### config.mk
export PLATFORM = sky130hd
export DESIGN_NAME = fp_unit
export DESIGN_NICKNAME = d
export VERILOG_FILES = /design/src/hdl/fp27_pkg.sv /design/src/hdl/fp_int_convert.sv /design/src/hdl/fp_mul.sv /design/src/hdl/fp_add.sv /design/src/hdl/fp_inv_sqrt.sv /design/src/hdl/fp_unit.sv
export VERILOG_INCLUDE_DIRS = /design/src /design/src/hdl
export SDC_FILE = /design/constraint.sdc
export NUM_CORES = 2
export LEC_CHECK = 0
export ABC_CLOCK_PERIOD_IN_PS = 26200
export BUFFER_PORTS_ARGS = -buffer_cell sky130_fd_sc_hd__buf_2
export CORE_ASPECT_RATIO = 1.25
export CORE_MARGIN = 2
export CORE_UTILIZATION = 60
export DETAILED_ROUTE_END_ITERATION = 8
export PLACE_DENSITY_LB_ADDON = 0.2
export SYNTH_ARGS = -nofsm -noshare
export SYNTH_HDL_FRONTEND = slang
export SYNTH_SLANG_ARGS = --single-unit
### constraint.sdc
create_clock -name iCLK -period 26.2 [get_ports iCLK]
set_input_delay 1.31 -clock iCLK [delete_from_list [all_inputs] [get_ports iCLK]]
set_output_delay 1.31 -clock iCLK [all_outputs]
set_load 0.02 [all_outputs]
### src/hdl/fp27_defs.svh
// Constants of the 27-bit float format and its arithmetic unit
// Sign, 8-bit exponent with bias 127, 18-bit fraction with hidden one
`ifndef FP27_DEFS_SVH
`define FP27_DEFS_SVH

// Word layout
`define FP_W 27
`define FP_EXP_W 8
`define FP_FRAC_W 18

// Exponent of 1.0
`define FP_BIAS 8'd127

// Signed integer side of the conversions
`define FP_INT_W 16
`define FP_INT_MAX 16'd32767

// First estimate of 1/sqrt(x), bit trick on the raw word
`define FP_ISQRT_MAGIC 27'd49920718

// Encoding of 1.5 for the Newton step
`define FP_THREE_HALVES 27'd33423360

// Sampled request to registered result, in cycles
`define FP_LATENCY 4

`endif

### src/hdl/fp27_pkg.sv
// Types of the float unit
// One float word, the opcode, and the request and result bundles
`include "fp27_defs.svh"

package fp27_pkg;

   // Sign, biased exponent, fraction without hidden one
   typedef struct packed {
      logic                   sign;
      logic [`FP_EXP_W-1:0]   exp;
      logic [`FP_FRAC_W-1:0]  frac;
   } fp27_t;

   typedef enum logic [2:0] {
      OP_INT2FP = 3'd0,
      OP_FP2INT = 3'd1,
      OP_MUL    = 3'd2,
      OP_ADD    = 3'd3,
      OP_ISQRT  = 3'd4
   } fp_op_e;

   // One request, all operand fields present for every opcode
   typedef struct packed {
      fp_op_e                op;
      fp27_t                 a;
      fp27_t                 b;
      logic [`FP_INT_W-1:0]  int_in;
   } fp_req_t;

   // Field not belonging to the opcode stays zero
   typedef struct packed {
      fp27_t                 fp_out;
      logic [`FP_INT_W-1:0]  int_out;
   } fp_rsp_t;

endpackage

### src/hdl/fp_int_convert.sv
// Integer and float conversion, combinational
// Signed 16-bit integer to float, and float to saturating 16-bit integer
`timescale 1ns/10ps
`include "fp27_defs.svh"

module fp_int_convert
   import fp27_pkg::*;
(
   input  logic signed [`FP_INT_W-1:0] int_in,
   input  fp27_t                       a,
   output fp27_t                       fp_out,
   output logic signed [`FP_INT_W-1:0] int_out
);

   // Integer to float
   logic                   i2f_neg;
   logic [`FP_INT_W-1:0]   i2f_mag;
   logic [3:0]             lead;
   logic [33:0]            i2f_buf;
   logic [`FP_EXP_W-1:0]   i2f_exp;

   // Float to integer
   logic [`FP_EXP_W-1:0]   unb_exp;
   logic [33:0]            f2i_buf;
   logic [`FP_INT_W-1:0]   f2i_mag;

   assign i2f_neg = int_in[`FP_INT_W-1];
   // -32768 comes out as 0x8000, still a valid magnitude
   assign i2f_mag = i2f_neg ? -int_in : int_in;

   // Priority encoder, highest set bit wins
   always_comb begin
      lead = 4'd0;
      for (int i = 0; i < `FP_INT_W; i++) begin
         if (i2f_mag[i]) lead = i[3:0];
      end
   end

   // Leading one lands on bit 18, the hidden position
   assign i2f_buf = {18'b0, i2f_mag} << (5'd18 - {1'b0, lead});
   assign i2f_exp = `FP_BIAS + {4'b0, lead};
   assign fp_out  = (int_in == '0) ? '0 : {i2f_neg, i2f_exp, i2f_buf[17:0]};

   // Hidden one at bit 18, integer part ends up in the top 16 bits
   assign unb_exp = a.exp - `FP_BIAS;
   assign f2i_buf = {15'b0, 1'b1, a.frac} << unb_exp;
   assign f2i_mag = f2i_buf[33:18];

   always_comb begin
      if (a.exp < `FP_BIAS) begin
         // Magnitude below one truncates to zero
         int_out = '0;
      end else if (unb_exp > 8'd14) begin
         int_out = a.sign ? -`FP_INT_MAX : `FP_INT_MAX;
      end else begin
         int_out = a.sign ? -f2i_mag : f2i_mag;
      end
   end

endmodule

### src/hdl/fp_mul.sv
// Float multiplier, combinational
// Drops the lowest fraction bit of each operand, flushes underflow to zero
`timescale 1ns/10ps
`include "fp27_defs.svh"

module fp_mul
   import fp27_pkg::*;
(
   input  fp27_t a,
   input  fp27_t b,
   output fp27_t prod
);

   logic [`FP_FRAC_W-1:0]   man_a;
   logic [`FP_FRAC_W-1:0]   man_b;
   logic [2*`FP_FRAC_W-1:0] man_p;
   logic [`FP_EXP_W:0]      exp_sum;
   logic [`FP_EXP_W:0]      exp_p;
   logic [`FP_FRAC_W-1:0]   frac_p;
   logic                    underflow;

   // Hidden one on top, fraction LSB falls off
   assign man_a = {1'b1, a.frac[`FP_FRAC_W-1:1]};
   assign man_b = {1'b1, b.frac[`FP_FRAC_W-1:1]};
   assign man_p = man_a * man_b;

   // Both biases in the sum, one taken back below
   assign exp_sum = {1'b0, a.exp} + {1'b0, b.exp};

   // Product in [1,4), one step of normalization
   assign exp_p  = man_p[35] ? exp_sum - {1'b0, `FP_BIAS} + 9'd1
                             : exp_sum - {1'b0, `FP_BIAS};
   assign frac_p = man_p[35] ? man_p[34:17] : man_p[33:16];

   assign underflow = exp_sum < 9'd128;

   always_comb begin
      if (underflow || a.exp == '0 || b.exp == '0) begin
         prod = '0;
      end else begin
         prod = {a.sign ^ b.sign, exp_p[`FP_EXP_W-1:0], frac_p};
      end
   end

endmodule

### src/hdl/fp_add.sv
// Float adder, two stages
// Stage one aligns and adds, stage two normalizes after the register
`timescale 1ns/10ps
`include "fp27_defs.svh"

module fp_add
   import fp27_pkg::*;
(
   input  logic  iCLK,
   input  fp27_t a,
   input  fp27_t b,
   output fp27_t sum
);

   logic [`FP_FRAC_W-1:0] man_a;
   logic [`FP_FRAC_W-1:0] man_b;
   logic                  a_larger;
   logic [`FP_EXP_W-1:0]  exp_diff;
   logic [`FP_EXP_W-1:0]  big_exp;
   logic [36:0]           big_al;
   logic [36:0]           small_al;
   logic [36:0]           raw;

   // Stage one registers
   logic [36:0]           raw_q;
   logic [`FP_EXP_W-1:0]  exp_q;
   logic                  sign_q;
   logic                  a_zero_q;
   logic                  b_zero_q;
   fp27_t                 a_q;
   fp27_t                 b_q;

   // Stage two
   logic [5:0]            shft;
   logic [53:0]           norm;
   logic [`FP_EXP_W-1:0]  exp_n;
   logic                  exp_uflow;

   assign man_a = {1'b1, a.frac[`FP_FRAC_W-1:1]};
   assign man_b = {1'b1, b.frac[`FP_FRAC_W-1:1]};

   // Magnitude compare, exponent first
   assign a_larger = (a.exp > b.exp) || ((a.exp == b.exp) && (man_a > man_b));
   assign exp_diff = a_larger ? a.exp - b.exp : b.exp - a.exp;
   assign big_exp  = a_larger ? a.exp : b.exp;

   // One guard bit on top for the carry, 18 extra below for shifted-out bits
   assign big_al   = {1'b0, a_larger ? man_a : man_b, 18'b0};
   assign small_al = (exp_diff > 8'd35) ? '0
                   : {1'b0, a_larger ? man_b : man_a, 18'b0} >> exp_diff;

   // Smaller always subtracted from larger, no negative result
   assign raw = (a.sign ^ b.sign) ? big_al - small_al : big_al + small_al;

   always_ff @(posedge iCLK) begin
      raw_q    <= raw;
      exp_q    <= big_exp;
      sign_q   <= a_larger ? a.sign : b.sign;
      a_zero_q <= (a.exp == '0);
      b_zero_q <= (b.exp == '0);
      a_q      <= a;
      b_q      <= b;
   end

   // Leading-one encoder over 37 bits, 37 means no bit set
   always_comb begin
      shft = 6'd37;
      for (int i = 0; i < 37; i++) begin
         if (raw_q[i]) shft = 6'(36 - i);
      end
   end

   // Leading one moved to bit 53 and dropped as the hidden one
   assign norm  = {raw_q, 17'b0} << shft;
   assign exp_n = exp_q - {2'b0, shft} + 8'd1;

   // Result exponent would reach zero or below
   assign exp_uflow = ({1'b0, exp_q} + 9'd1) <= {3'b0, shft};

   always_comb begin
      if (a_zero_q && b_zero_q) begin
         sum = '0;
      end else if (a_zero_q) begin
         sum = b_q;
      end else if (b_zero_q) begin
         sum = a_q;
      end else if (raw_q == '0 || exp_uflow) begin
         // Cancellation or underflow
         sum = '0;
      end else begin
         sum = {sign_q, exp_n, norm[52:35]};
      end
   end

endmodule

### src/hdl/fp_inv_sqrt.sv
// Fast inverse square root, pipelined over four clock edges
// Magic-constant estimate y, then one Newton step y*(1.5 - x/2*y*y)
`timescale 1ns/10ps
`include "fp27_defs.svh"

module fp_inv_sqrt
   import fp27_pkg::*;
(
   input  logic  iCLK,
   input  fp27_t a,
   output fp27_t inv_sqrt
);

   // Before edge 1
   fp27_t y1;
   fp27_t half_a1;
   fp27_t ysq1;

   // After edge 1
   fp27_t y2;
   fp27_t ysq2;
   fp27_t half_a2;
   fp27_t hy2;

   // After edge 2
   fp27_t y3;
   fp27_t hy3;
   fp27_t neg_hy3;
   fp27_t corr;

   // After edges 3 and 4
   fp27_t y4;
   fp27_t y5;
   fp27_t corr5;

   // Estimate straight from the raw bits
   assign y1 = `FP_ISQRT_MAGIC - (a >> 1);

   // Halving is one off the exponent
   assign half_a1 = {a.sign, a.exp - 8'd1, a.frac};

   fp_mul sq_mul (.a(y1), .b(y1), .prod(ysq1));

   fp_mul hy_mul (.a(half_a2), .b(ysq2), .prod(hy2));

   // 1.5 - x/2*y*y, registered inside the adder at edge 3
   assign neg_hy3 = {~hy3.sign, hy3.exp, hy3.frac};
   fp_add corr_add (.iCLK(iCLK), .a(neg_hy3), .b(`FP_THREE_HALVES), .sum(corr));

   fp_mul out_mul (.a(y5), .b(corr5), .prod(inv_sqrt));

   always_ff @(posedge iCLK) begin
      // Edge 1
      y2      <= y1;
      ysq2    <= ysq1;
      half_a2 <= half_a1;
      // Edge 2
      y3      <= y2;
      hy3     <= hy2;
      // Edge 3, y waits while the adder works
      y4      <= y3;
      // Edge 4
      y5      <= y4;
      corr5   <= corr;
   end

endmodule

### src/hdl/fp_unit.sv
// Float arithmetic unit, top level
// All units run in parallel on each request, results line up after
// four cycles and the one matching the opcode is registered out
`timescale 1ns/10ps
`include "fp27_defs.svh"

module fp_unit
   import fp27_pkg::*;
(
   input  logic    iCLK,
   input  logic    rst,
   input  logic    in_valid,
   input  fp_req_t req,
   output logic    out_valid,
   output fp_rsp_t rsp
);

   // Request payload taken at the sampling edge
   fp_req_t                req_q;

   // Stage 0 sits beside req_q, stage 3 feeds the output register
   logic [`FP_LATENCY-1:0] vld_pipe;
   fp_op_e                 op_pipe [`FP_LATENCY];

   // Raw unit results
   fp27_t                  i2f_res;
   logic [`FP_INT_W-1:0]   f2i_res;
   fp27_t                  mul_res;
   fp27_t                  add_res;
   fp27_t                  isqrt_res;

   // Delay lines
   fp27_t                  i2f_d [3];
   logic [`FP_INT_W-1:0]   f2i_d [3];
   fp27_t                  mul_d [3];
   fp27_t                  add_d [2];

   fp_rsp_t                rsp_next;

   fp_int_convert conv0 (
      .int_in  (req_q.int_in),
      .a       (req_q.a),
      .fp_out  (i2f_res),
      .int_out (f2i_res)
   );

   fp_mul mul0 (.a(req_q.a), .b(req_q.b), .prod(mul_res));

   fp_add add0 (.iCLK(iCLK), .a(req_q.a), .b(req_q.b), .sum(add_res));

   // Longest unit, fed before the request register so it lands on time
   fp_inv_sqrt isqrt0 (.iCLK(iCLK), .a(req.a), .inv_sqrt(isqrt_res));

   always_ff @(posedge iCLK) begin
      req_q    <= req;
      i2f_d[0] <= i2f_res;
      f2i_d[0] <= f2i_res;
      mul_d[0] <= mul_res;
      add_d[0] <= add_res;
      for (int i = 1; i < 3; i++) begin
         i2f_d[i] <= i2f_d[i-1];
         f2i_d[i] <= f2i_d[i-1];
         mul_d[i] <= mul_d[i-1];
      end
      add_d[1] <= add_d[0];
   end

   // Valid and opcode follow the payload
   always_ff @(posedge iCLK) begin
      if (rst) begin
         vld_pipe <= '0;
         for (int i = 0; i < `FP_LATENCY; i++) begin
            op_pipe[i] <= OP_INT2FP;
         end
      end else begin
         vld_pipe   <= {vld_pipe[`FP_LATENCY-2:0], in_valid};
         op_pipe[0] <= req.op;
         for (int i = 1; i < `FP_LATENCY; i++) begin
            op_pipe[i] <= op_pipe[i-1];
         end
      end
   end

   // Pick by opcode, other field left at zero
   always_comb begin
      rsp_next = '0;
      case (op_pipe[`FP_LATENCY-1])
         OP_INT2FP: rsp_next.fp_out  = i2f_d[2];
         OP_FP2INT: rsp_next.int_out = f2i_d[2];
         OP_MUL:    rsp_next.fp_out  = mul_d[2];
         OP_ADD:    rsp_next.fp_out  = add_d[1];
         OP_ISQRT:  rsp_next.fp_out  = isqrt_res;
         default:   rsp_next = '0;
      endcase
   end

   // Result holds between pulses
   always_ff @(posedge iCLK) begin
      if (rst) begin
         out_valid <= 1'b0;
         rsp       <= '0;
      end else begin
         out_valid <= vld_pipe[`FP_LATENCY-1];
         if (vld_pipe[`FP_LATENCY-1]) begin
            rsp <= rsp_next;
         end
      end
   end

endmodule

==> results.toml <==
[run_status]
status = "finished clean"

[setup_path]
critPathCaptureType = "register"
slowest_delay_ns = 0.55
cp.required_ns = 26.81
worstSetupPathType = "in2reg"
worstPathMaxFanout = 32
critPathSlowestCell = "inv_1"
worstPathArrival_ns = 10.92
cp-start-kind = "primary input"
ff2ff_path_depth = 26
crit_top_cell = "fa_1"

[drt]
drc = 0
vias_per_cell = 6.04
drtPass1Iterations = 6
drtIter0Drc = 5630
vias = 65300
wl_mm = 245
ant_nets = 0
wl_per_cell_um = 22.7

[synthesis]
synth.top_cell.area_share = 0.253
synthTopCellsByArea = "fa_1, dfxtp_1, ha_1"
ys_types = 105
ys_seq_elements = 729
yosys_most_used_dff = "dfxtp_1"
syn-cell-area_sq_um = 78200
synth-edff-count = 0
synthCells = 9112
ys_warn_count = 0
yosysTopAreaCell = "fa_1"
syn_avg_cell_area_sq_um = 8.58
seq_area_frac_synth = 0.187
asyncSetResetFlopFracSynth = 0
syn_nets = 10800

[clock_tree]
root_buffer = "clkbuf_16"
cts_inserted_buffers = 75
cts_max_level = 3
cts_tree = "done"
clk_latency_ns = 0.71
cts_sinks = 729
hold_buffers = 0
clock_path_buffers = 3
ctsResizeCount = 0
post_cts.repair.setup_buffers = 0
path_clk_slew_ns = 0.06

[finish]
final_common_cell = "inv_1"
seq_area_sq_um = 14600
area_growth_pct = 6.14
stdcell_area_sq_um = 83000
most-common-layout-cells = "inv_1, nand2_1, fa_1, dfxtp_1, ha_1"
fin_nets = 10700
nFillCells = 11300
drive_above_1_share = 0.0616
multi_input_area_sq_um = 56500

[floorplan]
fp-row-count = 148
die_h_um = 408
io-pin-count = 120
dieArea_sq_um = 133000
start_util = 0.602
die_w_um = 327
coreArea_sq_um = 130000

[sta]
skew_ns = 0.0715
worstMarginPinSlew_ns = 1.27
period_share = 0.393
fin_ws_ns = 15.89
drv_slew = 0
relSlewSlack = 0.154
setup_viol_count_final = 0
fmax_mhz = 97.0
rsz0062_at_grt = "no"
hold_viol = 0
setup_tns_ns = 0
finalCriticalPeriod_ns = 10.31

[run]
max-cap-violations = 0

[min_path]
hold-path-cell-count = 0
hold_path_class = "reg2reg"

[placement]
portBuffers = 119
post-place-ws_ns = 15.30
routabilityCongestion = 1.01
postPlaceCellArea_sq_um = 80400
detailed_place_hpwl_mm = 189

[global_routing]
grt_pass1_vias = 66700
grt-ovfl-total = 0
antenna_found_initial = 30
grt_max_degree = 56
grt_usage = 0.367
grt_pass1_wl_mm = 379
area by class of cell:
type                    count  share of cell area
multi-input cells        6461               0.680
diodes                     12            0.000362
clock inverters            43             0.00630
well taps                1725              0.0260
clock buffers              95              0.0249
flip-flops and latches    729               0.176
inverters                1483              0.0671
repair buffers            251              0.0191
cells in the mapped netlist (all sizes together) (15+ instances only):
library cell and instances:
nor2 578, or3 53, a21boi 28, dfxtp 729, nand4 40, and4 15, o21ai 354, nor2b 59
or2 25, mux2i 239, and3 55, a22o 19, mux4 27, nor3 123, xor2 107, ha 633
o21bai 35, fa 990, mux2 41, xnor2 158, a221oi 21, nor4 52, clkbuf 377, or4 18
a22oi 58, nand2 1102, buf 62, nand2b 58, a211oi 97, a31oi 54, a21o 68, inv 1473
o31ai 57, o21a 52, o211ai 64, nand3 163, a2111oi 16, a21oi 364, o22ai 38, and2 367
sequential cells by signal, summed over array words and instances, names as in the netlist, 4 cells and up:
signal	count
isqrt0.corr_add.exp_q	8
add0.exp_q	8
i2f_d	78
add_d	54
add0.raw_q	37
add0.b_q	27
isqrt0.ysq2	25
isqrt0.corr5	26
rsp	43
isqrt0.y3	27
vld_pipe	4
isqrt0.half_a2	26
req_q	51
mul_d	81
isqrt0.y4	26
isqrt0.corr_add.raw_q	37
isqrt0.y2	27
op_pipe	12
isqrt0.hy3	26
isqrt0.y5	26
add0.a_q	26
f2i_d	48
metal layers:
metal | vias up | wire length, um | track usage
li1 | 29400 | - | -
met1 | 32100 | 91500 | 0.438
met2 | 2887 | 118000 | 0.625
met3 | 865 | 19300 | 0.0623
met4 | 10 | 16300 | 0.211
met5 | - | 64 | 0
final timing paths:
kind | endpoint | startpoint | slack [ns]
setup reg to reg | isqrt0.hy3[7] | isqrt0.half_a2[13] | 16.39
hold reg to reg | isqrt0.y5[22] | isqrt0.y4[22] | 0.29
hold / removal | isqrt0.y5[22] | isqrt0.y4[22] | 0.29
setup / recovery | isqrt0.ysq2[24] | req[44] | 15.89
critical path: cells and delay by family:
kind	cells	cell delay [ns]
xor gates and xnor gates	2	0.48
adders and majority gates	8	3.38
and+or+nand+nor	13	2.47
AOI/OAI and AO/OA	8	2.02
buffers and inverters	6	1.22
through the flow:
step | hold WS [ns] | util | instances
after global routing | 0.301 | 0.639 | 10800
after floorplan | 0.310 | - | 9112
after detailed placement | 0.312 | 0.619 | 10600
final | 0.288 | 0.639 | 10800
after CTS | 0.282 | 0.639 | 10800
after global placement | 0.310 | 0.619 | 10600
cells by family after synthesis:
| family | synth area share |
|---|---|
| xor+xnor | 0.0298 |
| fa+ha+maj | 0.355 |
| mux | 0.0443 |
| compound gates | 0.127 |
| flops | 0.187 |
| simple gates | 0.164 |
| buf+inv | 0.0935 |
Power is left out: the tool's default activity adds up to more than one toggle a clock period on the data nets, which glitch-free logic cannot reach.
